--- config.mk ---
export PLATFORM = sky130hd
export DESIGN_NAME = refillTracker
export DESIGN_NICKNAME = d
export VERILOG_FILES = /design/src/cachePkg.sv /design/src/refillTracker.sv
export SDC_FILE = /design/constraint.sdc
export NUM_CORES = 1
export LEC_CHECK = 0
export BUFFER_PORTS_ARGS = -buffer_cell sky130_fd_sc_hd__buf_4
export CAP_MARGIN = 5
export CORE_AREA = 2 2 39 41
export DETAILED_ROUTE_END_ITERATION = 10
export DIE_AREA = 0 0 41 43
export PLACE_DENSITY = 0.47
export SETUP_SLACK_MARGIN = 0.3
export SYNTH_ARGS = -nofsm -noshare
export SYNTH_HDL_FRONTEND = slang
export SYNTH_SLANG_ARGS = --single-unit
--- constraint.sdc ---
create_clock -name clock -period 2.2 [get_ports clock]
set_input_delay 0.33 -clock clock [delete_from_list [all_inputs] [get_ports clock]]
set_output_delay 0.33 -clock clock [all_outputs]
set_load 0.05 [all_outputs]
--- src/cachePkg.sv ---
package cachePkg;

  // address and line geometry
  localparam int addrBits = 31;
  localparam int tagBits = 21;
  localparam int lineIndexBits = 7;
  localparam int wordOffsetBits = 3;
  localparam int wordsPerLine = 8;
  localparam int cacheAddrBits = lineIndexBits + wordOffsetBits;

  // source ids and slot types share this width
  localparam int sourceBits = 4;

  // ring slot types
  localparam logic [sourceBits-1:0] slotNull = 4'd7;
  localparam logic [sourceBits-1:0] slotToken = 4'd1;
  localparam logic [sourceBits-1:0] slotAddress = 4'd2;
  localparam logic [sourceBits-1:0] slotWriteData = 4'd3;
  localparam logic [sourceBits-1:0] slotGrantExclusive = 4'd6;

  // line states
  localparam logic [1:0] stateInvalid = 2'd0;
  localparam logic [1:0] stateShared = 2'd1;
  localparam logic [1:0] stateModified = 2'd3;

  // address slot layout, flags from the top down
  typedef struct packed {
    logic reserved;
    logic noData;
    // exclusive on a read request, requested flush on a flush
    logic exclusive;
    logic read;
    logic [tagBits-1:0] tag;
    logic [lineIndexBits-1:0] line;
  } addressView_t;

  // one ring word, read through the view the slot type selects
  typedef union packed {
    addressView_t address;
    logic [31:0] data;
  } ringWord_t;

endpackage

--- src/refillTracker.sv ---
`timescale 1ns/1ps

module refillTracker import cachePkg::*; #(
  parameter logic [sourceBits-1:0] coreId = 4'd1
) (
  input  logic clock,
  input  logic reset,
  input  logic startFill,
  input  logic noData,
  input  logic [sourceBits-1:0] rdDest,
  input  logic [sourceBits-1:0] slotTypeIn,
  input  logic [sourceBits-1:0] sourceIn,
  output logic fillWrite,
  output logic [wordOffsetBits-1:0] fillOffset,
  output logic fillDone
);

  logic active;
  logic upgradeOnly;
  logic [wordOffsetBits-1:0] wordCount;
  logic lastWord;
  logic grantSeen;

  // words only land for a request that asked for data
  assign fillWrite = active && !upgradeOnly && (rdDest == coreId);
  assign fillOffset = wordCount;
  assign lastWord = fillWrite && (wordCount == wordOffsetBits'(wordsPerLine - 1));
  assign grantSeen = active && upgradeOnly && (slotTypeIn == slotGrantExclusive) &&
                     (sourceIn == coreId);

  always_ff @(posedge clock) begin
    if (reset) begin
      active <= 1'b0;
      upgradeOnly <= 1'b0;
      wordCount <= '0;
      fillDone <= 1'b0;
    end else begin
      // pulse one cycle after the closing word or grant
      fillDone <= lastWord || grantSeen;
      if (startFill) begin
        active <= 1'b1;
        upgradeOnly <= noData;
        wordCount <= '0;
      end else begin
        if (lastWord || grantSeen) begin
          active <= 1'b0;
        end
        if (fillWrite) begin
          wordCount <= wordCount + 1'b1;
        end
      end
    end
  end

endmodule

==> metrics <==
RSZ-0062 raised after global routing=no; Synth cell types=17; CTS Buffer Depth=2; Total Routing Usage GR=between 10% and 20%; postcts setup bufs=0; Die ar.=~1800 µm²; Int Pwr=0.198 mW; io pins=21; outcome=completed; Buffers on Ports=20; Clock Skews=0.00424 ns; Post-Syn Area=310 µm²; clk root buf=clkbuf_4; R2R cell count=3; WHS=0.285 ns; clock slew at reported path FFs=~0.04 ns; setup TNS=0 ns; Req. time, crit path=1.87 ns; Final Slew Violations=0; Post-route DRC=0; post-synthesis xor/xnor area fraction=0%; Post-CTS Hold Fix Bufs=0; gr ovfl total=0; Gate Count Post-Synth=33; vias in the first global route=330; Initial DRC Count=1; CTS buffer count=3; Ys Warns=0; CP Class=reg2out; Power Dens Cells=about 500 nW/µm²; Die Wd=between 40 and 50 µm; H-tree levels=1; Slew Limit Headroom=86.2%; routed vias=around 330; sequential fraction of the synthesis area=38.7%; share of layout cells above drive strength 1=between 40% and 50%; Worst-Skew Late Latency=around 0.24 ns; NetSw=0.0546 mW; clock share of power=39.8%; diode count=0; Max-cap violations=0; min cycle time layout=about 1.6 ns; vias per cell=roughly 4.6; Area Growth Syn to Fin=62.1%; Worst IR Drop VDD=0.000173 V; pin count of the biggest net entering global routing=6; Comb pwr share=between 10% and 20%; Rows=14; arrival time worst endpoint=1.23 ns; Worst-Margin Slew=0.205 ns; FMAX=~0.64 GHz; cts repair resizes=0; sequential share of power=45.4%; GP Congestion=0.630; startpoint types=flop; DR pass1 iterations=2; initial core utilization=22.4%; mean area per synthesized cell=9.40 µm²; filler cell count=145; final period utilization=just over 70%; final setup fails=0; Synth Area in Adders=8.06%; Synth Area in Compound Gates=14.5%; Synth Area in Simple Gates=approximately 34%; largest family of logic cells by synthesized area=simple AND/OR/NAND/NOR gates; final hold viol count=0; TritonCTS clock tree=done; crit-path max FO=5; Sw Share=21.6%; min-delay worst type=in2reg; initial antenna violation count=0; CTS Sinks=6; CORE AREA=1380 µm²; post-route ant nets=0; first-pass GRT wire length=1280 µm; Lkg Pwr=0.232 nW; Avg WL per Cell=10.6 µm; Final nets=76; post-synthesis net count=51; die outline height=43 µm; mux contribution to synthesized area=3.23%; Critical Path Sink Type=primary output; #FFs+latches synth=6; Routed WL=760 µm; Cells on Worst Hold Path=2
[placed cells by master, fill, tap and decap left out, drive strengths merged]
| cell | count |
|---|---|
| or4 | 1 |
| a41o | 1 |
| and4bb | 1 |
| or3 | 1 |
| nor2 | 3 |
| nor2b | 1 |
| nand3 | 3 |
| dfxtp | 6 |
| o21ai | 3 |
| or2 | 2 |
| clkbuf | 3 |
| inv | 1 |
| a21oi | 4 |
| buf | 20 |
| nand4bb | 2 |
| mux2i | 1 |
| nand4b | 1 |
| ha | 2 |
[metal layers]
layer | track usage [%] | vias to the layer above | part of all wire [%]
li1 | - | 172 | -
met1 | 12.5 | 149 | 43
met2 | 15.9 | 13 | 47
met3 | 6.28 | 0 | 10
met4 | 8.00 | 0 | 0
met5 | 0 | - | 0
[cell families (layout without fill, tap and decap cells)]
group	after synthesis	after routing
AND/OR/NAND/NOR	15	15
multiplexers	1	1
flip-flops	6	6
buffers and inverters	1	24
AO/OA/AOI/OAI	8	8
adder cells (fa/ha/maj)	2	2
[sequential cells by signal, summed over array words and instances, names as in the netlist]
signal and cells:
fillDone 1, active 1, fillOffset 3, upgradeOnly 1
[synthesized netlist by cell type, drive strengths merged]
master   number  area (µm²)
nor2b         1        6.26
mux2i         1        10.0
nand3         3        15.0
ha            2        25.0
and4bb        1        12.5
inv           1        3.75
dfxtp         6         120
nand4b        1        8.76
or4           1        11.3
nand4bb       2        22.5
or3           1        6.26
nor2          3        11.3
o21ai         3        15.0
a41o          1        10.0
a21oi         4        20.0
or2           2        12.5
[final cells by class]
cell class / instances / area, µm² / area share [%]
multi-input combinational: 26 / 186 / 37.1
timing repair buffer: 20 / 150 / 29.9
sequential: 6 / 120 / 23.9
clock buffer: 3 / 22.5 / 4.48
tap: 16 / 20.0 / 3.98
inverter: 1 / 3.75 / 0.746
[per-stage QoR]
step / utilization, % / cells / cell area (µm²) / setup WS, ns / total power, mW
global route: 36.3 / 72 / 503 / 0.549 / 0.271
finish: 36.3 / 72 / 503 / 0.644 / 0.253
CTS: 36.3 / 72 / 503 / 0.634 / 0.260
floorplan: - / 33 / 310 / 0.619 / 0.129
detailed placement: 34.7 / 69 / 480 / 0.752 / 0.154
global placement: 34.7 / 69 / 480 / 0.764 / 0.154
[power groups by stage]
stage	sequential, mW	combinational (mW)	clock, mW
final	0.115	0.0372	0.101
after global routing	0.115	0.0412	0.114
after CTS	0.115	0.0377	0.107
after detailed placement	0.117	0.0375	0
after global placement	0.117	0.0374	0
after floorplan	0.116	0.0127	0
[path summary, 6_finish.rpt]
check,endpoint,slack [ns],start
worst min register to register,fillOffset[1],0.50,fillOffset[1]
worst max-delay path,fillWrite,0.64,upgradeOnly
worst min-delay path,upgradeOnly,0.28,reset
worst max register to register,active,0.96,upgradeOnly
[worst max-delay path, cell delays in order (launching register included)]
cell and delay [ns]:
dfxtp_1 0.33, nand4bb_1 0.28, nor2_1 0.17, buf_4 0.21
No activity file was read; power rests on OpenSTA's default activity.
