===== src/cachePkg.sv =====
package cachePkg;

  // address and line geometry
  localparam int addrBits = 31;
  localparam int tagBits = 21;
  localparam int lineIndexBits = 7;
  localparam int wordOffsetBits = 3;
  localparam int wordsPerLine = 8;
  localparam int cacheAddrBits = lineIndexBits + wordOffsetBits;

  // source ids and slot types share this width
  localparam int sourceBits = 4;

  // ring slot types
  localparam logic [sourceBits-1:0] slotNull = 4'd7;
  localparam logic [sourceBits-1:0] slotToken = 4'd1;
  localparam logic [sourceBits-1:0] slotAddress = 4'd2;
  localparam logic [sourceBits-1:0] slotWriteData = 4'd3;
  localparam logic [sourceBits-1:0] slotGrantExclusive = 4'd6;

  // line states
  localparam logic [1:0] stateInvalid = 2'd0;
  localparam logic [1:0] stateShared = 2'd1;
  localparam logic [1:0] stateModified = 2'd3;

  // address slot layout, flags from the top down
  typedef struct packed {
    logic reserved;
    logic noData;
    // exclusive on a read request, requested flush on a flush
    logic exclusive;
    logic read;
    logic [tagBits-1:0] tag;
    logic [lineIndexBits-1:0] line;
  } addressView_t;

  // one ring word, read through the view the slot type selects
  typedef union packed {
    addressView_t address;
    logic [31:0] data;
  } ringWord_t;

endpackage


===== src/snoopQueue.sv =====
`timescale 1ns/1ps

module snoopQueue import cachePkg::*; #(
  parameter logic [sourceBits-1:0] coreId = 4'd1
) (
  input  logic clock,
  input  logic reset,
  input  logic [31:0] ringIn,
  input  logic [sourceBits-1:0] slotTypeIn,
  input  logic [sourceBits-1:0] sourceIn,
  input  logic [tagBits-1:0] ringTag,
  input  logic [1:0] ringState,
  input  logic snoopTake,
  output logic snoopValid,
  output ringWord_t snoopWord
);

  localparam int depth = 4;

  ringWord_t slot;
  ringWord_t entries [depth];
  logic [1:0] writePtr;
  logic [1:0] readPtr;
  logic [2:0] count;
  logic lineHit;
  logic snoopHit;
  logic full;
  logic capture;
  logic pop;

  assign slot = ringIn;

  // another core's address slot on a line we hold
  assign lineHit = (slotTypeIn == slotAddress) && (sourceIn != coreId) &&
                   (ringState != stateInvalid) && (ringTag == slot.address.tag);

  // exclusive request, or a plain read of a dirty line
  assign snoopHit = lineHit && slot.address.read &&
                    (slot.address.exclusive || ringState == stateModified);

  assign full = (count == 3'(depth));
  // a snoop that arrives while full is dropped
  assign capture = snoopHit && !full;
  assign pop = snoopTake && snoopValid;

  assign snoopValid = (count != 3'd0);
  assign snoopWord = entries[readPtr];

  always_ff @(posedge clock) begin
    if (capture) begin
      entries[writePtr] <= slot;
    end
  end

  always_ff @(posedge clock) begin
    if (reset) begin
      writePtr <= 2'd0;
      readPtr <= 2'd0;
      count <= 3'd0;
    end else begin
      if (capture) begin
        writePtr <= writePtr + 2'd1;
      end
      if (pop) begin
        readPtr <= readPtr + 2'd1;
      end
      case ({capture, pop})
        2'b10: count <= count + 3'd1;
        2'b01: count <= count - 3'd1;
        default: count <= count;
      endcase
    end
  end

endmodule


===== config.mk =====
export PLATFORM = sky130hd
export DESIGN_NAME = snoopQueue
export DESIGN_NICKNAME = d
export VERILOG_FILES = /design/src/cachePkg.sv /design/src/snoopQueue.sv
export SDC_FILE = /design/constraint.sdc
export NUM_CORES = 1
export LEC_CHECK = 0
export BUFFER_PORTS_ARGS = -buffer_cell sky130_fd_sc_hd__buf_4
export CORE_MARGIN = 4
export CORE_UTILIZATION = 55
export CTS_CLUSTER_SIZE = 20
export DETAILED_ROUTE_END_ITERATION = 10
export GPL_ROUTABILITY_DRIVEN = 0
export GPL_TIMING_DRIVEN = 0
export HOLD_SLACK_MARGIN = 0.06
export PLACE_DENSITY = 0.79
export SYNTH_ARGS = -nofsm -noshare
export SYNTH_HDL_FRONTEND = slang
export SYNTH_SLANG_ARGS = --single-unit

===== constraint.sdc =====
create_clock -name clock -period 2.5 [get_ports clock]
set_input_delay 0.25 -clock clock [delete_from_list [all_inputs] [get_ports clock]]
set_output_delay 0.25 -clock clock [all_outputs]
set_load 0.01 [all_outputs]

==> metrics <==
top_reg_cell synth edfxtp_1; first-pass GRT wire length 16,630 um; commonest non-fill, non-tap cells in the layout edfxtp_1, buf_4, mux4_2, dlygate4sd3_1, xor2_1; CP arrival 2.59 ns; Clk Latency, worst-skew pair roughly 0.49 ns; initial antenna violation count 0; Layout area overhead 34.21%; worst r2r dst entries[3][24]$_DFFE_PP_; fin cells 543; flop2flop setup slack ~0.16 ns; die width between 100 and 150 um; HPWL Detailed 6330 um; r2r startpoint count[0]$_SDFFE_PP0P_; fin crit share 99.11%; cell row count 35; GR Overflow Total 0; io pins 99; maximum clock insertion buffer count 2; post-synth cell types 28; pwr dens 721.2 nW/um2; met2 GRT Util 32.87%; Final setup viols 0; FMAX 0.4036 GHz; post-synthesis mux area share 13.42%; Root Buffer clkbuf_8; number of global-route vias before repair 3,156; WL final 10,360 um; share of cells above drive strength 1 42.51%; Clock transition at path regs 0.06 ns; max cap viols 0; tightest hold margin 0.1241 ns; Synth Warn # 0; number of synthesized flops with an enable pin roughly 130; FF+latch count, synth 137; die area approximately 11,000 um2; CTS tree built; crit path to entries[3][24]$_DFFE_PP_; cell count after placement 480; critical path fanouts, max 32; total global routing track utilization 19.59%; worst slew pin tran 0.8843 ns; RSZ-0062 raised after global routing true; Num CTS Buffers 17; Mapped Cells about 250; VDD IR max between 0.0003 and 0.0004 V; commonest non-fill, non-tap cell in the layout edfxtp_1; largest family of logic cells by synthesized area multiplexers; Final Power between 5000 and 6000 uW; number of nets in the layout 474; Iter 0 DRT Violations 125; Final ANT Viol Nets 0; ant diodes 0; final hold vios 0; DRC viols 0; met3 Use GR 4.636%; FFs w/ async S/R, synth 0%; clock skew 0.007258 ns; H-tree Lvls 4; Final Critical Period about 2.5 ns; Crit. Startpoint ringIn[7]; post-CTS setup buffers 0; area fraction in compound gates after synthesis 1.258%; Mapped Nets 326; status finished, final reports clean; Pleak 0.002510 uW; Crit Path Category in2reg; Initial Util 57.29%; vias post-DR between 2k and 3k; filler instances 552; sequential fraction of the synthesis area about 75%; GR Layer Usage met1 26.24%; Synth Area in Simple Gates 3.682%; hold crit path type in2reg; via/cell ratio 5.293; Routed WL per cell 19.09 um; Post-Synth Adder-Cell Area roughly 1.5%; CP Capture Type flip-flop; port buffer count 97; CORE AREA between 9000 and 10,000 um2; r2r worst-path depth 4; CTS sink count 137; headroom to the max-slew limit 41.05%; XOR/XNOR share of the synthesized area just over 4%; most used routing layer met2; Die Height 106.8 um; element type at the critical path start input port; synthesized area roughly 5400 um2; Avg Cell Area, Syn 21.14 um2; Pre-antenna DRT Iters 4; largest net degree at the start of global routing 33; Worst EP required between 2 and 3 ns; Slew Limit Fails 0
[how the worst min path moves through the flow]
stage                   start                 endpoint  slack [ns]  cells after the start
finish                  reset    count[0]$_SDFFE_PP0P_        0.12                      2
global route            reset    count[0]$_SDFFE_PP0P_        0.13                      2
CTS                     reset    count[0]$_SDFFE_PP0P_         0.1                      2
detailed placement  ringIn[4]  entries[2][4]$_DFFE_PP_        0.46                      1
global placement    ringIn[6]  entries[1][6]$_DFFE_PP_        0.45                      1
floorplan           ringIn[0]  entries[0][0]$_DFFE_PP_        0.35                      0
[critical path, cell delays in order]
cell,delay (ns)
dlygate4sd3_1,0.53
buf_4,0.15
xor2_1,0.18
a2111oi_4,0.40
and3_4,0.28
and3_2,0.78
[kinds of logic (layout without fill, tap and decap cells)]
| logic type | count (synthesis) | after routing |
|---|---|---|
| AND/OR/NAND/NOR | 31 | 31 |
| multiplexers | 32 | 32 |
| buffers and inverters | 14 | 174 |
| adder cells (fa/ha/maj) | 6 | 6 |
| flip-flops | 137 | 137 |
| XOR/XNOR | 25 | 25 |
| AO/OA/AOI/OAI | 9 | 9 |
[through the flow]
| stage | util, % | TNS (ns) | setup WS [ns] | area [um2] |
|---|---|---|---|---|
| floorplan | - | 0 | 0.2531 | 5369 |
| global placement | 66.78 | -87.66 | -0.7025 | 6259 |
| detailed placement | 66.84 | -9.250 | -0.08701 | 6264 |
| CTS | 76.64 | 0 | 0.01858 | 7182 |
| global route | 76.89 | -6.867 | -0.06906 | 7206 |
| finish | 76.89 | 0 | 0.02228 | 7206 |
[area by class of cell]
| class | count | area [um2] | area share, % |
|---|---|---|---|
| timing repair buffer | 129 | 1049 | 14.55 |
| multi-input combinational | 103 | 1316 | 18.27 |
| tap | 129 | 161.4 | 2.240 |
| sequential | 137 | 4024 | 55.84 |
| buffer | 8 | 35.03 | 0.4862 |
| clock inverter | 12 | 176.4 | 2.448 |
| inverter | 6 | 22.52 | 0.3126 |
| clock buffer | 19 | 421.7 | 5.852 |
[Yosys cell counts, drive strengths merged, types with 3 or more instances]
library cell | number | share of area [%]
mux4 | 32 | 13
xor2 | 24 | 3.9
edfxtp | 128 | 72
o21ai | 3 | 0.28
and3 | 5 | 0.68
buf | 6 | 0.51
nor2 | 9 | 0.68
dfxtp | 9 | 3.4
a21oi | 5 | 0.47
inv | 6 | 0.42
nand3 | 3 | 0.28
nor4 | 6 | 1.0
ha | 5 | 1.2
[power breakdown]
| group | internal, uW | switching [uW] | leakage [uW] |
|---|---|---|---|
| Sequential | 2500 | 0.00000460 | 0.00122 |
| Combinational | 119 | 83.5 | 0.000998 |
| Clock | 1610 | 878 | 0.000289 |
| Total | 4240 | 962 | 0.00251 |
[per-layer routing]
layer	wire (um)	vias to the layer above
li1	-	1329
met2	5527	83
met3	462	2
met1	4344	1460
met4	29	0
met5	0	-
[sequential cells by signal, summed over array words and instances (netlist names), named ones only]
signal,cells
entries,128
writePtr,2
readPtr,2
count,3
[repair_timing]
action / CTS / global route
hold buffers: 32 / 0
endpoints found under the setup margin: 0 / 130
endpoints found under the hold margin: 128 / 0
resized for setup: 0 / 5
Note: power is estimated with default switching activity, not from simulation.
