**src/cachePkg.sv**
```systemverilog
package cachePkg;

  // address and line geometry
  localparam int addrBits = 31;
  localparam int tagBits = 21;
  localparam int lineIndexBits = 7;
  localparam int wordOffsetBits = 3;
  localparam int wordsPerLine = 8;
  localparam int cacheAddrBits = lineIndexBits + wordOffsetBits;

  // source ids and slot types share this width
  localparam int sourceBits = 4;

  // ring slot types
  localparam logic [sourceBits-1:0] slotNull = 4'd7;
  localparam logic [sourceBits-1:0] slotToken = 4'd1;
  localparam logic [sourceBits-1:0] slotAddress = 4'd2;
  localparam logic [sourceBits-1:0] slotWriteData = 4'd3;
  localparam logic [sourceBits-1:0] slotGrantExclusive = 4'd6;

  // line states
  localparam logic [1:0] stateInvalid = 2'd0;
  localparam logic [1:0] stateShared = 2'd1;
  localparam logic [1:0] stateModified = 2'd3;

  // address slot layout, flags from the top down
  typedef struct packed {
    logic reserved;
    logic noData;
    // exclusive on a read request, requested flush on a flush
    logic exclusive;
    logic read;
    logic [tagBits-1:0] tag;
    logic [lineIndexBits-1:0] line;
  } addressView_t;

  // one ring word, read through the view the slot type selects
  typedef union packed {
    addressView_t address;
    logic [31:0] data;
  } ringWord_t;

endpackage

```
**src/cacheController.sv**
```systemverilog
`timescale 1ns/1ps

module cacheController import cachePkg::*; #(
  parameter logic [sourceBits-1:0] coreId = 4'd1
) (
  input  logic clock,
  input  logic reset,
  input  logic [addrBits-1:0] aq,
  input  logic read,
  input  logic selDCache,
  input  logic [tagBits-1:0] reqTag,
  input  logic [1:0] reqState,
  input  logic [31:0] readData,
  input  logic snoopValid,
  input  ringWord_t snoopWord,
  input  logic fillDone,
  input  logic [31:0] ringIn,
  input  logic [sourceBits-1:0] slotTypeIn,
  input  logic [sourceBits-1:0] sourceIn,
  input  logic dcAcquireToken,
  output logic [lineIndexBits-1:0] reqLine,
  output logic tagWrite,
  output logic stateWrite,
  output logic [tagBits-1:0] newTag,
  output logic [1:0] newState,
  output logic [cacheAddrBits-1:0] portAddr,
  output logic portWrite,
  output logic startFill,
  output logic noData,
  output logic snoopTake,
  output logic done,
  output logic wrq,
  output logic rwq,
  output logic [31:0] ringOut,
  output logic [sourceBits-1:0] slotTypeOut,
  output logic [sourceBits-1:0] sourceOut,
  output logic dcDriveRing,
  output logic dcWantsToken
);

  localparam logic [2:0] fsmIdle = 3'd0;
  localparam logic [2:0] fsmWaitToken = 3'd1;
  localparam logic [2:0] fsmSendRequest = 3'd2;
  localparam logic [2:0] fsmFlushData = 3'd3;
  localparam logic [2:0] fsmSendFlushAddress = 3'd4;

  localparam logic [1:0] pickNone = 2'd0;
  localparam logic [1:0] pickSnoop = 2'd1;
  localparam logic [1:0] pickCpu = 2'd2;
  localparam logic [1:0] pickFill = 2'd3;

  logic [2:0] state, stateNext;
  logic [1:0] select, selectNext;
  logic doRead, doReadNext;
  logic flushNeeded, flushNeededNext;
  logic requestNoData, requestNoDataNext;
  logic missPending, missPendingNext;
  logic fillReady, fillReadyNext;
  logic [cacheAddrBits-1:0] flushAddr, flushAddrNext;
  ringWord_t flushRequest, flushRequestNext;
  ringWord_t requestWord;
  logic [tagBits-1:0] aqTag;
  logic [lineIndexBits-1:0] aqLine;
  logic tagMatch;
  logic hit;
  logic fillTaken;

  assign aqTag = aq[addrBits-1:cacheAddrBits];
  assign aqLine = aq[cacheAddrBits-1:wordOffsetBits];
  assign tagMatch = (reqTag == aqTag);
  // a write hits only on an owned line
  assign hit = tagMatch && (read ? (reqState != stateInvalid) : (reqState == stateModified));

  assign reqLine = (state == fsmIdle && select == pickSnoop) ? snoopWord.address.line : aqLine;
  assign newTag = aqTag;
  assign startFill = (state == fsmSendRequest);
  assign noData = requestNoData;
  assign dcWantsToken = (state == fsmWaitToken);
  assign dcDriveRing = (state == fsmWaitToken && dcAcquireToken) ||
                       (state == fsmSendRequest) || (state == fsmFlushData) ||
                       (state == fsmSendFlushAddress);
  assign fillTaken = (state == fsmIdle) && (select == pickFill);

  always_comb begin
    requestWord = '0;
    requestWord.address.noData = requestNoData;
    requestWord.address.exclusive = !read;
    requestWord.address.read = 1'b1;
    requestWord.address.tag = aqTag;
    requestWord.address.line = aqLine;
  end

  always_comb begin
    stateNext = state;
    doReadNext = doRead;
    flushNeededNext = flushNeeded;
    requestNoDataNext = requestNoData;
    missPendingNext = missPending;
    fillReadyNext = fillReady || fillDone;
    flushAddrNext = flushAddr;
    flushRequestNext = flushRequest;
    tagWrite = 1'b0;
    stateWrite = 1'b0;
    newState = stateInvalid;
    portWrite = 1'b0;
    snoopTake = 1'b0;
    done = 1'b0;
    wrq = 1'b0;
    rwq = 1'b0;
    ringOut = ringIn;
    slotTypeOut = slotTypeIn;
    sourceOut = sourceIn;

    case (state)
      fsmIdle: begin
        case (select)
          pickSnoop: begin
            snoopTake = 1'b1;
            // the line may have changed since the slot was queued
            if (reqState != stateInvalid && reqTag == snoopWord.address.tag) begin
              stateWrite = 1'b1;
              newState = snoopWord.address.exclusive ? stateInvalid : stateShared;
              if (reqState == stateModified) begin
                stateNext = fsmWaitToken;
                doReadNext = 1'b0;
                flushNeededNext = 1'b1;
                flushAddrNext = {snoopWord.address.line, 3'b000};
                flushRequestNext = '0;
                flushRequestNext.address.exclusive = 1'b1;
                flushRequestNext.address.tag = snoopWord.address.tag;
                flushRequestNext.address.line = snoopWord.address.line;
              end
            end
          end
          pickCpu: begin
            if (hit) begin
              done = 1'b1;
              wrq = read;
              rwq = !read;
              portWrite = !read;
            end else begin
              stateNext = fsmWaitToken;
              doReadNext = 1'b1;
              // write to a Shared copy only needs ownership
              requestNoDataNext = !read && tagMatch && (reqState == stateShared);
              flushNeededNext = (reqState == stateModified);
              missPendingNext = 1'b1;
              flushAddrNext = {aqLine, 3'b000};
              flushRequestNext = '0;
              flushRequestNext.address.tag = reqTag;
              flushRequestNext.address.line = aqLine;
              tagWrite = 1'b1;
              stateWrite = 1'b1;
              newState = read ? stateShared : stateInvalid;
            end
          end
          pickFill: begin
            fillReadyNext = fillDone;
            missPendingNext = 1'b0;
            done = 1'b1;
            wrq = read;
            rwq = !read;
            if (!read) begin
              portWrite = 1'b1;
              stateWrite = 1'b1;
              newState = stateModified;
            end
          end
          default: begin
          end
        endcase
      end
      fsmWaitToken: begin
        if (dcAcquireToken) begin
          // take the token off the ring
          ringOut = '0;
          slotTypeOut = slotNull;
          sourceOut = coreId;
          stateNext = doRead ? fsmSendRequest : fsmFlushData;
        end
      end
      fsmSendRequest: begin
        ringOut = requestWord.data;
        slotTypeOut = slotAddress;
        sourceOut = coreId;
        stateNext = flushNeeded ? fsmFlushData : fsmIdle;
      end
      fsmFlushData: begin
        ringOut = readData;
        slotTypeOut = slotWriteData;
        sourceOut = coreId;
        flushAddrNext = flushAddr + 1'b1;
        if (flushAddr[wordOffsetBits-1:0] == 3'd7) begin
          stateNext = fsmSendFlushAddress;
        end
      end
      fsmSendFlushAddress: begin
        ringOut = flushRequest.data;
        slotTypeOut = slotAddress;
        sourceOut = coreId;
        stateNext = fsmIdle;
      end
      default: begin
        stateNext = fsmIdle;
      end
    endcase

    // data port reads one word ahead during a flush
    portAddr = (stateNext == fsmIdle) ? aq[cacheAddrBits-1:0] : flushAddrNext;

    // snoops first, then a finished fill, then the CPU
    if (snoopValid && !snoopTake) begin
      selectNext = pickSnoop;
    end else if (fillReady && !fillTaken) begin
      selectNext = pickFill;
    end else if (selDCache && !done && !missPendingNext) begin
      selectNext = pickCpu;
    end else begin
      selectNext = pickNone;
    end
  end

  always_ff @(posedge clock) begin
    if (reset) begin
      state <= fsmIdle;
      select <= pickNone;
      doRead <= 1'b0;
      flushNeeded <= 1'b0;
      requestNoData <= 1'b0;
      missPending <= 1'b0;
      fillReady <= 1'b0;
    end else begin
      state <= stateNext;
      select <= selectNext;
      doRead <= doReadNext;
      flushNeeded <= flushNeededNext;
      requestNoData <= requestNoDataNext;
      missPending <= missPendingNext;
      fillReady <= fillReadyNext;
    end
  end

  always_ff @(posedge clock) begin
    flushAddr <= flushAddrNext;
    flushRequest <= flushRequestNext;
  end

endmodule

```
**config.mk**
```make
export PLATFORM = sky130hd
export DESIGN_NAME = cacheController
export DESIGN_NICKNAME = d
export VERILOG_FILES = /design/src/cachePkg.sv /design/src/cacheController.sv
export SDC_FILE = /design/constraint.sdc
export NUM_CORES = 1
export LEC_CHECK = 0
export BUFFER_PORTS_ARGS = -buffer_cell sky130_fd_sc_hd__buf_2
export CORE_AREA = 2 2 98 100
export DETAILED_ROUTE_END_ITERATION = 8
export DIE_AREA = 0 0 100 102
export HOLD_SLACK_MARGIN = 0.15
export MAX_ROUTING_LAYER = met4
export PLACE_DENSITY_LB_ADDON = 0.2
export RECOVER_POWER = 100
export SYNTH_ARGS = -nofsm -noshare
export SYNTH_HDL_FRONTEND = slang
export SYNTH_SLANG_ARGS = --single-unit
```
**constraint.sdc**
```tcl
create_clock -name clock -period 7.6 [get_ports clock]
set_clock_uncertainty 0.2 [all_clocks]
set_input_delay 1.14 -clock clock [delete_from_list [all_inputs] [get_ports clock]]
set_output_delay 1.14 -clock clock [all_outputs]
set_load 0.01 [all_outputs]
```
==> out/results.md, run 1 <==
| Metric | Value | Unit |
|---|---|---|
| Status | finished with violations | - |
| Violations in the final reports | capacitance limit, slew limit | - |
| Count of state elements after synthesis | 49 | - |
| Maximum achievable frequency | 163 | MHz |
| Slowest stage cell, crit path | sky130_fd_sc_hd__clkbuf_1 | - |
| Number of vias in the routed layout | 4508 | - |
| Antenna cell count | 0 | - |
| Clock sinks | 49 | - |
| Final period demand of the worst path | 6.15 | ns |
| WHS | 0.300 | ns |
| Top-Level Pins | 256 | - |
| Global placer's final weighted congestion | 0.916 | - |
| Die outline area | 0.0102 | mm2 |
| Placed Cells incl. Taps | 792 | - |
| Worst Path Max Fanout | 43 | - |
| Sum of overflow across all layers after global routing | 0 | - |
| Leakage | 2.24 | nW |
| Area share of xor/xnor cells in the synthesized design | 0.0891 | - |
| Slowest Stage Delay on Critical Path | 1.96 | ns |
| Core occupancy in the finished layout | 0.595 | - |
| Cell repeated most along the worst path | sky130_fd_sc_hd__or3_1 | - |
| Critical path arrival | 4.81 | ns |
| Setup Viol. Count Final | 0 | - |
| Count of mapped cells out of synthesis | 475 | - |
| Number of cell rows | 35 | - |
| Count of cells along the worst hold path | 2 | - |
| Post-detailed-route DRC marker count | 0 | - |
| Number of detailed-route iterations in the first pass | 4 | - |
| Die outline height | 102 | um |
| GRT Total Usage | 0.268 | - |
| Final #Nets | 859 | - |
| Highest-count cells in the layout ignoring fill and taps | sky130_fd_sc_hd__buf_2, sky130_fd_sc_hd__clkbuf_1, sky130_fd_sc_hd__nor2_1, sky130_fd_sc_hd__mux2_2, sky130_fd_sc_hd__mux2i_1 | - |
| Power density relative to cell area | 144 | mW/mm2 |
| Number of global-route vias before repair | 4219 | - |
| Worst min-delay path category | flip-flop to flip-flop | - |
| Global-route wire length before repair | 20800 | um |
| Detailed-route wire length | 14000 | um |
| Avg Inst Size Synth | 9.10 | um2 |
| Main combinational cell family by area after synthesis | multiplexers | - |
| Max-slew violations | 79 | - |
| Reg2reg path depth | 8 | - |
| TritonCTS clock tree | done | - |
| Data required time at the worst endpoint | 6.26 | ns |
| Critical path launch point type | flip-flop | - |
| Count of hold buffers inserted by post-cts repair | 0 | - |
| Maximum number of pins on one net before global-route repair | 44 | - |
| Fraction of the mapped netlist area in simple logic gates | 0.166 | - |
| Proportion of synthesized area in mux cells | 0.180 | - |
| Number of antenna violations at the first check in global routing | 0 | - |
| Path type of the worst setup path | flip-flop to primary output | - |
| Clock transition at path regs | 0.09 | ns |
| Slew headroom | -0.844 | - |
| Unrepaired setup endpoints after global routing | false | - |
| Initial Util | 0.475 | - |
| P&R area growth vs syn | 25.5 | % |
| Maximum level of the CTS H-tree | 2 | - |
| Skew-Pair Late Insertion Delay | 0.30 | ns |
| Post-layout instance count excluding filler cells | 800 | - |
| Kind of end point of the critical path | primary output | - |
| Total negative setup slack | 0 | ns |
| Cell chosen for the clock root | sky130_fd_sc_hd__clkbuf_8 | - |
| Ratio of cells with drive above 1 in the final layout | 0.328 | - |
| Count of routing violations after the opening detailed-route iteration | 187 | - |
| Count of input and output buffers | 252 | - |
| Synthesized net count | 646 | - |
| Most common cell after layout, fill and taps aside | sky130_fd_sc_hd__buf_2 | - |
| Transition time at the pin with the least slew margin | 2.77 | ns |
| Number of max-capacitance violations reported | 2 | - |
| Synth unique cells | 55 | - |
| Core box area | 0.00911 | mm2 |
| FFs w/ async S/R, synth | 0 | - |
| Post-detailed-route wirelength per cell | 17.5 | um |
| CTS Buffer Depth | 2 | - |
| Post-DR vias/cell | 5.64 | - |
| Die boundary width | 100 | um |
| Synthesized-area fraction occupied by ao, oa, aoi and oai cells | 0.174 | - |
| Count of instances resized after the clock tree is built | 0 | - |
| Worst IR drop on VDD | 77.5 | uV |
| Post-layout power | 0.000781 | W |
| Portion of the post-synthesis area used by sequential elements | 0.294 | - |
| Fin crit share | 0.809 | - |
| Setup Buffers After CTS | 0 | - |
| Antenna Nets Post-Route | 0 | - |
| Prevailing post-synth register cell | sky130_fd_sc_hd__edfxtp_1 | - |
| HPWL after detailed placement | 11000 | um |
| Adder-cell share of the synthesized area | 0.0174 | - |
| Synthesis warning total | 0 | - |
| Chain of cells forming the critical path | clkbuf_1, inv_1, a211o_1, a21oi_1, or3_1, or3_1, mux2_1, buf_2 | - |
| Number of buffers added by the clock tree synthesis step | 5 | - |
| Final Hold Fails | 0 | - |
| Number of flops mapped to enable cells by yosys | 29 | - |
| Area of the mapped netlist | 0.00432 | mm2 |
-- final timing paths --
check                start           end  slack [ns]
hold / removal      doRead        doRead        0.30
setup reg to reg  state[0]  flushAddr[9]        3.12
setup / recovery  state[0]   portAddr[5]        1.45
hold reg to reg     doRead        doRead        0.30
-- cell usage after synthesis, types with 5 or more instances --
cell	number	area [um2]
sky130_fd_sc_hd__or4_1	5	37.5
sky130_fd_sc_hd__mux2_4	7	105
sky130_fd_sc_hd__xor2_1	26	228
sky130_fd_sc_hd__inv_1	17	63.8
sky130_fd_sc_hd__or2_2	5	31.3
sky130_fd_sc_hd__nand4_1	6	37.5
sky130_fd_sc_hd__a21oi_1	12	60.1
sky130_fd_sc_hd__nor3_1	11	55.1
sky130_fd_sc_hd__nand3_1	7	35.0
sky130_fd_sc_hd__nor4_1	7	43.8
sky130_fd_sc_hd__buf_4	23	173
sky130_fd_sc_hd__nor2_1	46	173
sky130_fd_sc_hd__o21ai_0	15	75.1
sky130_fd_sc_hd__and2_1	6	37.5
sky130_fd_sc_hd__nand2_1	28	105
sky130_fd_sc_hd__a31oi_1	5	31.3
sky130_fd_sc_hd__a22oi_1	5	37.5
sky130_fd_sc_hd__nand2b_1	7	43.8
sky130_fd_sc_hd__dfxtp_1	20	400
sky130_fd_sc_hd__and3_1	5	31.3
sky130_fd_sc_hd__mux2i_1	30	300
sky130_fd_sc_hd__edfxtp_1	29	871
sky130_fd_sc_hd__clkbuf_1	21	78.8
sky130_fd_sc_hd__mux2_2	33	372
sky130_fd_sc_hd__xnor2_1	18	158
sky130_fd_sc_hd__buf_1	5	18.8
sky130_fd_sc_hd__ha_1	6	75.1
sky130_fd_sc_hd__a221o_1	29	290
-- stage by stage --
| stage | setup slack [ns] | instance area [um2] |
|---|---|---|
| after floorplan | 2.87 | 4320 |
| after global placement | 2.26 | 5480 |
| after detailed placement | 2.25 | 5480 |
| after CTS | 2.25 | 5560 |
| after global routing | 1.13 | 5420 |
| final | 1.45 | 5420 |
-- power breakdown --
part	switching (W)	internal (W)
Combinational	0.000156	0.000131
Sequential	0.0000202	0.000319
Clock	0.0000905	0.0000638
Total	0.000267	0.000514
-- worst max-delay path, delay by kind of cell (launching register included) --
| family | cells | cell delay [ns] |
|---|---|---|
| mux | 1 | 0.38 |
| compound gates | 2 | 0.62 |
| buf+inv | 3 | 2.65 |
| simple gates | 2 | 0.52 |
| flops | 1 | 0.33 |
-- registers in the layout, summed over array words and instances, names as in the netlist --
signal,flops
flushRequest,29
state,3
doRead,1
flushNeeded,1
noData,1
flushAddr,10
select,2
fillReady,1
missPending,1
-- cell type report --
class	count	area, um2
Clock buffer	6	72.6
Clock inverter	2	10.0
Fill cell	912	3680
Inverter	17	63.8
Multi-Input combinational cell	359	2690
Sequential cell	49	1270
Tap cell	111	139
Timing Repair Buffer	256	1180
-- metal layers --
metal | routed length, um | track usage | share of wire | vias up
met2 | 7510 | 0.490 | 0.53 | 204
li1 | - | - | - | 2162
met1 | 5430 | 0.306 | 0.39 | 2114
met5 | 0 | - | 0 | -
met4 | 348 | 0.0854 | 0.025 | 0
met3 | 754 | 0.0342 | 0.054 | 28
-- kinds of logic after synthesis --
family	after synthesis
flip-flops	49
multiplexers	70
AND/OR/NAND/NOR	143
XOR/XNOR	44
AO/OA/AOI/OAI	96
buffers and inverters	67
adder cells (fa/ha/maj)	6
(Power assumes the default switching activity.)
==> inputs of run 2 (changes only) <==
- CORE_AREA: 2 2 98 100 -> not set
- CORE_UTILIZATION: not set -> 40
- DIE_AREA: 0 0 100 102 -> not set
- clock period: 7.6 -> 5 ns (I/O delays scaled with it)
==> run 2 against run 1 <==
Net effect:
- the flow still finishes with violations (capacitance limit, slew limit)
- die area is 10% higher
- global-route usage is 0.77 points lower
- critical path depth is 2 higher
- non-clock buffer count is 3 higher
- sequential cell count stayed put
- hold slack worse by 0.019 ns
- clock power is 57% higher
- highest routed layer unchanged
- final cell count is 3.6% higher
- sequential power is 54% higher
- utilization is 7.1 points lower
- cell area is 0.67% higher
- sequential share of layout area is 0.16 points lower
==> out/results.md, run 2 (same netlist as run 1, synthesis figures left out) <==
| Metric | Value | Unit |
|---|---|---|
| Maximum level of the CTS H-tree | 2 | - |
| Fin crit share | 0.915 | - |
| Highest-count cells in the layout ignoring fill and taps | sky130_fd_sc_hd__buf_2, sky130_fd_sc_hd__clkbuf_1, sky130_fd_sc_hd__nor2_1, sky130_fd_sc_hd__mux2_2, sky130_fd_sc_hd__mux2i_1 | - |
| Kind of end point of the critical path | primary output | - |
| Count of input and output buffers | 252 | - |
| Leakage | 2.24 | nW |
| Slew headroom | -0.291 | - |
| Clock sinks | 49 | - |
| Worst min-delay path category | flip-flop to flip-flop | - |
| TritonCTS clock tree | done | - |
| Area taken by flip-flops and latches | 0.00127 | mm2 |
| GRT Total Usage | 0.261 | - |
| Setup Buffers After CTS | 0 | - |
| Post-route setup slack | 0.423 | ns |
| Most common cell after layout, fill and taps aside | sky130_fd_sc_hd__buf_2 | - |
| CTS Buffer Depth | 2 | - |
| Number of cell rows | 37 | - |
| Post-DR vias/cell | 5.41 | - |
| Pre-CTS WS | 0.651 | ns |
| Most flops, register | flushRequest | - |
| Multi-input combinational cell area | 0.00267 | mm2 |
| Clock transition at path regs | 0.09 | ns |
| DR WL met2 | 7680 | um |
| Total negative setup slack | 0 | ns |
| Number of global-route vias before repair | 4459 | - |
| Post-detailed-route wirelength per cell | 17.6 | um |
| Number of max-capacitance violations reported | 2 | - |
| Count of routing violations after the opening detailed-route iteration | 285 | - |
| Worst IR drop on VDD | 99.0 | uV |
| Maximum number of pins on one net before global-route repair | 35 | - |
| Transition time at the pin with the least slew margin | 1.94 | ns |
| Final #Nets | 862 | - |
| Die boundary width | 106 | um |
| Unrepaired setup endpoints after global routing | false | - |
| Final Hold Fails | 0 | - |
| Top-Level Pins | 256 | - |
| Max-slew violations | 66 | - |
| Power density relative to cell area | 219 | mW/mm2 |
| Wire length on met3 | 845 | um |
| Violations in the final reports | capacitance limit, slew limit | - |
| Ratio of cells with drive above 1 in the final layout | 0.329 | - |
| Number of fillers in the final layout | 1053 | - |
| Initial Util | 0.415 | - |
| Skew-Pair Late Insertion Delay | 0.31 | ns |
| Critical path arrival | 3.63 | ns |
| HPWL after detailed placement | 11300 | um |
| Count of hold buffers inserted by post-cts repair | 0 | - |
| Post-detailed-route DRC marker count | 0 | - |
| Final period demand of the worst path | 4.58 | ns |
| Number of buffers added by the clock tree synthesis step | 5 | - |
| Count of instances resized after the clock tree is built | 0 | - |
| Die outline area | 0.0112 | mm2 |
| Maximum achievable frequency | 218 | MHz |
| WHS | 0.280 | ns |
| Wl on met1 | 5790 | um |
| Number of antenna violations at the first check in global routing | 1 | - |
| Sum of overflow across all layers after global routing | 0 | - |
| Worst Path Max Fanout | 8 | - |
| Cell chosen for the clock root | sky130_fd_sc_hd__clkbuf_8 | - |
| Detailed-route wire length | 14600 | um |
| Data required time at the worst endpoint | 4.05 | ns |
| Critical path launch point type | input port | - |
| Register-to-register path setup slack | 0.97 | ns |
| Setup Viol. Count Final | 0 | - |
| Path type of the worst setup path | input port to primary output | - |
| Global placer's final weighted congestion | 0.877 | - |
| Core box area | 0.0104 | mm2 |
| Global-route wire length before repair | 22200 | um |
| Largest regs | flushRequest (29), flushAddr (10), state (3) | - |
| Number of detailed-route iterations in the first pass | 5 | - |
| Status | finished with violations | - |
| Antenna Nets Post-Route | 0 | - |
| Flip-flop count of the largest register, all copies and words added | 29 | - |
| Number of vias in the routed layout | 4489 | - |
| Die outline height | 106 | um |
| Highest routing layer actually used | met4 | - |
| P&R area growth vs syn | 26.3 | % |
## run 2: worst paths after layout
path              startpoint                to  depth (start not counted)
setup / recovery  reqTag[20]       portAddr[7]                         10
setup reg to reg   select[0]  flushRequest[21]                          4
hold reg to reg       doRead            doRead                          2
hold / removal        doRead            doRead                          2
## run 2: cell type report
| class | instances | share of cell area |
|---|---|---|
| clock buffer | 6 | 0.0133 |
| timing repair buffer | 259 | 0.220 |
| sequential | 49 | 0.233 |
| inverter | 17 | 0.0117 |
| antenna | 1 | 0.000458 |
| tap | 136 | 0.0312 |
| clock inverter | 2 | 0.00183 |
| multi-input combinational | 359 | 0.489 |
## run 2: critical path, stage by stage
cell and delay (ns):
sky130_fd_sc_hd__buf_2 0.12, sky130_fd_sc_hd__xor2_1 0.17, sky130_fd_sc_hd__or4_1 0.51, sky130_fd_sc_hd__or4_1 0.63
sky130_fd_sc_hd__nor4_1 0.46, sky130_fd_sc_hd__clkbuf_1 0.35, sky130_fd_sc_hd__a221oi_1 0.13, sky130_fd_sc_hd__o21ai_0 0.17
sky130_fd_sc_hd__mux2_1 0.19, sky130_fd_sc_hd__buf_2 0.12
## run 2: report_power, final
group	switching, W	leakage, nW	total (W)	internal, W
Sequential	0.0000361	0.434	0.000521	0.000485
Clock	0.000145	0.0411	0.000242	0.0000971
Combinational	0.000235	1.77	0.000434	0.000199
Total	0.000416	2.24	0.00120	0.000781
## run 2: through the flow
| step | std cells | total power, W | util | cell area, um2 |
|---|---|---|---|---|
| 4_1_cts | 828 | 0.00122 | 0.539 | 5620 |
| 6_report | 829 | 0.00120 | 0.524 | 5460 |
| 5_1_grt | 829 | 0.00126 | 0.524 | 5460 |
| 3_5_place_dp | 820 | 0.000979 | 0.531 | 5540 |
| 3_3_place_gp | 820 | 0.000971 | 0.531 | 5540 |
| 2_1_floorplan | 475 | 0.000795 | - | 4320 |
## run 2: routing by layer
| metal | GRT usage | vias to the layer above |
|---|---|---|
| li1 | - | 2165 |
| met1 | 0.294 | 2107 |
| met2 | 0.482 | 200 |
| met3 | 0.0264 | 17 |
| met4 | 0.0833 | 0 |
| met5 | - | - |
==> inputs of run 3 (changes only) <==
- ABC_CLOCK_PERIOD_IN_PS: not set -> 4900
- CORE_UTILIZATION: 40 -> 45
- clock period: 5 -> 4.9 ns (I/O delays scaled with it)
==> run 3 against run 2 <==
Net effect:
- clock power is 12% higher
- the run still ends with capacitance limit, slew limit left
- clock-buffer cell count rose by 1
- critical path depth stayed put
- global-route usage rose by 2.2 points
==> out/results.md, run 3 (same netlist as run 1, synthesis figures left out) <==
| Metric | Value | Unit |
|---|---|---|
| Post-detailed-route DRC marker count | 0 | - |
| Highest-count cells in the layout ignoring fill and taps | sky130_fd_sc_hd__buf_2, sky130_fd_sc_hd__clkbuf_1, sky130_fd_sc_hd__nor2_1, sky130_fd_sc_hd__mux2_2, sky130_fd_sc_hd__mux2i_1 | - |
| Top-Level Pins | 256 | - |
| CTS Buffer Depth | 2 | - |
| Number of global-route vias before repair | 4520 | - |
| DR WL met2 | 7170 | um |
| Fin crit share | 0.933 | - |
| Flip-flop count of the largest register, all copies and words added | 29 | - |
| Slew headroom | -0.304 | - |
| Critical path arrival | 3.64 | ns |
| Violations in the final reports | capacitance limit, slew limit | - |
| Multi-input combinational cell area | 0.00267 | mm2 |
| Final Hold Fails | 0 | - |
| Die boundary width | 100 | um |
| Die outline area | 0.0100 | mm2 |
| Critical path launch point type | input port | - |
| Number of buffers added by the clock tree synthesis step | 5 | - |
| Leakage | 2.26 | nW |
| Pre-CTS WS | 0.576 | ns |
| Wire length on met3 | 849 | um |
| Register-to-register path setup slack | 1.04 | ns |
| Final period demand of the worst path | 4.57 | ns |
| Total negative setup slack | 0 | ns |
| Setup Viol. Count Final | 0 | - |
| Post-route setup slack | 0.327 | ns |
| Cell chosen for the clock root | sky130_fd_sc_hd__clkbuf_8 | - |
| Maximum achievable frequency | 219 | MHz |
| Unrepaired setup endpoints after global routing | false | - |
| Post-detailed-route wirelength per cell | 17.2 | um |
| GRT Total Usage | 0.282 | - |
| Largest regs | flushRequest (29), flushAddr (10), state (3) | - |
| Antenna Nets Post-Route | 0 | - |
| Worst min-delay path category | flip-flop to flip-flop | - |
| Skew-Pair Late Insertion Delay | 0.30 | ns |
| Global-route wire length before repair | 21600 | um |
| Max-slew violations | 34 | - |
| Final #Nets | 864 | - |
| Global placer's final weighted congestion | 0.864 | - |
| Power density relative to cell area | 227 | mW/mm2 |
| Clock sinks | 49 | - |
| Number of max-capacitance violations reported | 1 | - |
| Worst Path Max Fanout | 8 | - |
| Initial Util | 0.466 | - |
| Wl on met1 | 5700 | um |
| Count of hold buffers inserted by post-cts repair | 0 | - |
| Count of routing violations after the opening detailed-route iteration | 184 | - |
| Setup Buffers After CTS | 0 | - |
| Clock transition at path regs | 0.10 | ns |
| Maximum number of pins on one net before global-route repair | 35 | - |
| Maximum level of the CTS H-tree | 2 | - |
| Transition time at the pin with the least slew margin | 1.96 | ns |
| HPWL after detailed placement | 11200 | um |
| Die outline height | 100 | um |
| Count of input and output buffers | 252 | - |
| Ratio of cells with drive above 1 in the final layout | 0.329 | - |
| Path type of the worst setup path | input port to primary output | - |
| Worst IR drop on VDD | 118 | uV |
| Highest routing layer actually used | met4 | - |
| Design area | 0.00547 | mm2 |
| Detailed-route wire length | 14200 | um |
| Cell area after placement | 0.00554 | mm2 |
| Number of vias in the routed layout | 4597 | - |
| Count of instances resized after the clock tree is built | 0 | - |
| Core box area | 0.00928 | mm2 |
| Number of cell rows | 35 | - |
| P&R area growth vs syn | 26.6 | % |
| Most common cell after layout, fill and taps aside | sky130_fd_sc_hd__buf_2 | - |
| Number of fillers in the final layout | 928 | - |
| Data required time at the worst endpoint | 3.96 | ns |
| Number of detailed-route iterations in the first pass | 5 | - |
| Status | finished with violations | - |
| Area taken by flip-flops and latches | 0.00127 | mm2 |
| Most flops, register | flushRequest | - |
| Sum of overflow across all layers after global routing | 0 | - |
| Antenna cell count | 0 | - |
| Post-DR vias/cell | 5.59 | - |
| Number of antenna violations at the first check in global routing | 0 | - |
| Kind of end point of the critical path | primary output | - |
| TritonCTS clock tree | done | - |
run 3: worst paths after layout:
kind                          end  startpoint  cells past startpoint
hold / removal             doRead      doRead                      2
setup / recovery      portAddr[7]  reqTag[20]                     10
setup reg to reg  flushRequest[6]   select[0]                      5
hold reg to reg            doRead      doRead                      2
run 3: worst max-delay path: stages:
cell	delay, ns
sky130_fd_sc_hd__buf_2	0.13
sky130_fd_sc_hd__xor2_1	0.18
sky130_fd_sc_hd__or4_1	0.51
sky130_fd_sc_hd__or4_1	0.66
sky130_fd_sc_hd__nor4_1	0.48
sky130_fd_sc_hd__clkbuf_1	0.35
sky130_fd_sc_hd__a221oi_1	0.14
sky130_fd_sc_hd__o21ai_0	0.16
sky130_fd_sc_hd__mux2_1	0.18
sky130_fd_sc_hd__buf_2	0.12
run 3: cell type report:
type | count | share of cell area
Inverter | 17 | 0.0117
Clock buffer | 7 | 0.0176
Clock inverter | 1 | 0.000914
Multi-Input combinational cell | 359 | 0.488
Sequential cell | 49 | 0.232
Timing Repair Buffer | 261 | 0.220
Tap cell | 129 | 0.0295
run 3: metrics by stage:
stage	util	total power (W)	hold WS, ns	std cells
6_report	0.590	0.00124	0.283	823
3_3_place_gp	0.597	0.000993	0.259	815
2_1_floorplan	-	0.000811	0.247	475
3_5_place_dp	0.597	0.00100	0.268	815
5_1_grt	0.590	0.00131	0.331	823
4_1_cts	0.608	0.00127	0.283	823
run 3: per-layer routing:
layer / vias to the layer above / track usage
met3: 32 / 0.0348
met4: 0 / 0.123
met2: 229 / 0.485
met5: - / -
li1: 2175 / -
met1: 2161 / 0.333
run 3: power breakdown:
group / total, W / switching, W / internal, W
Sequential: 0.000530 / 0.0000355 / 0.000494
Clock: 0.000271 / 0.000143 / 0.000128
Combinational: 0.000443 / 0.000240 / 0.000204
Total: 0.00124 / 0.000418 / 0.000826
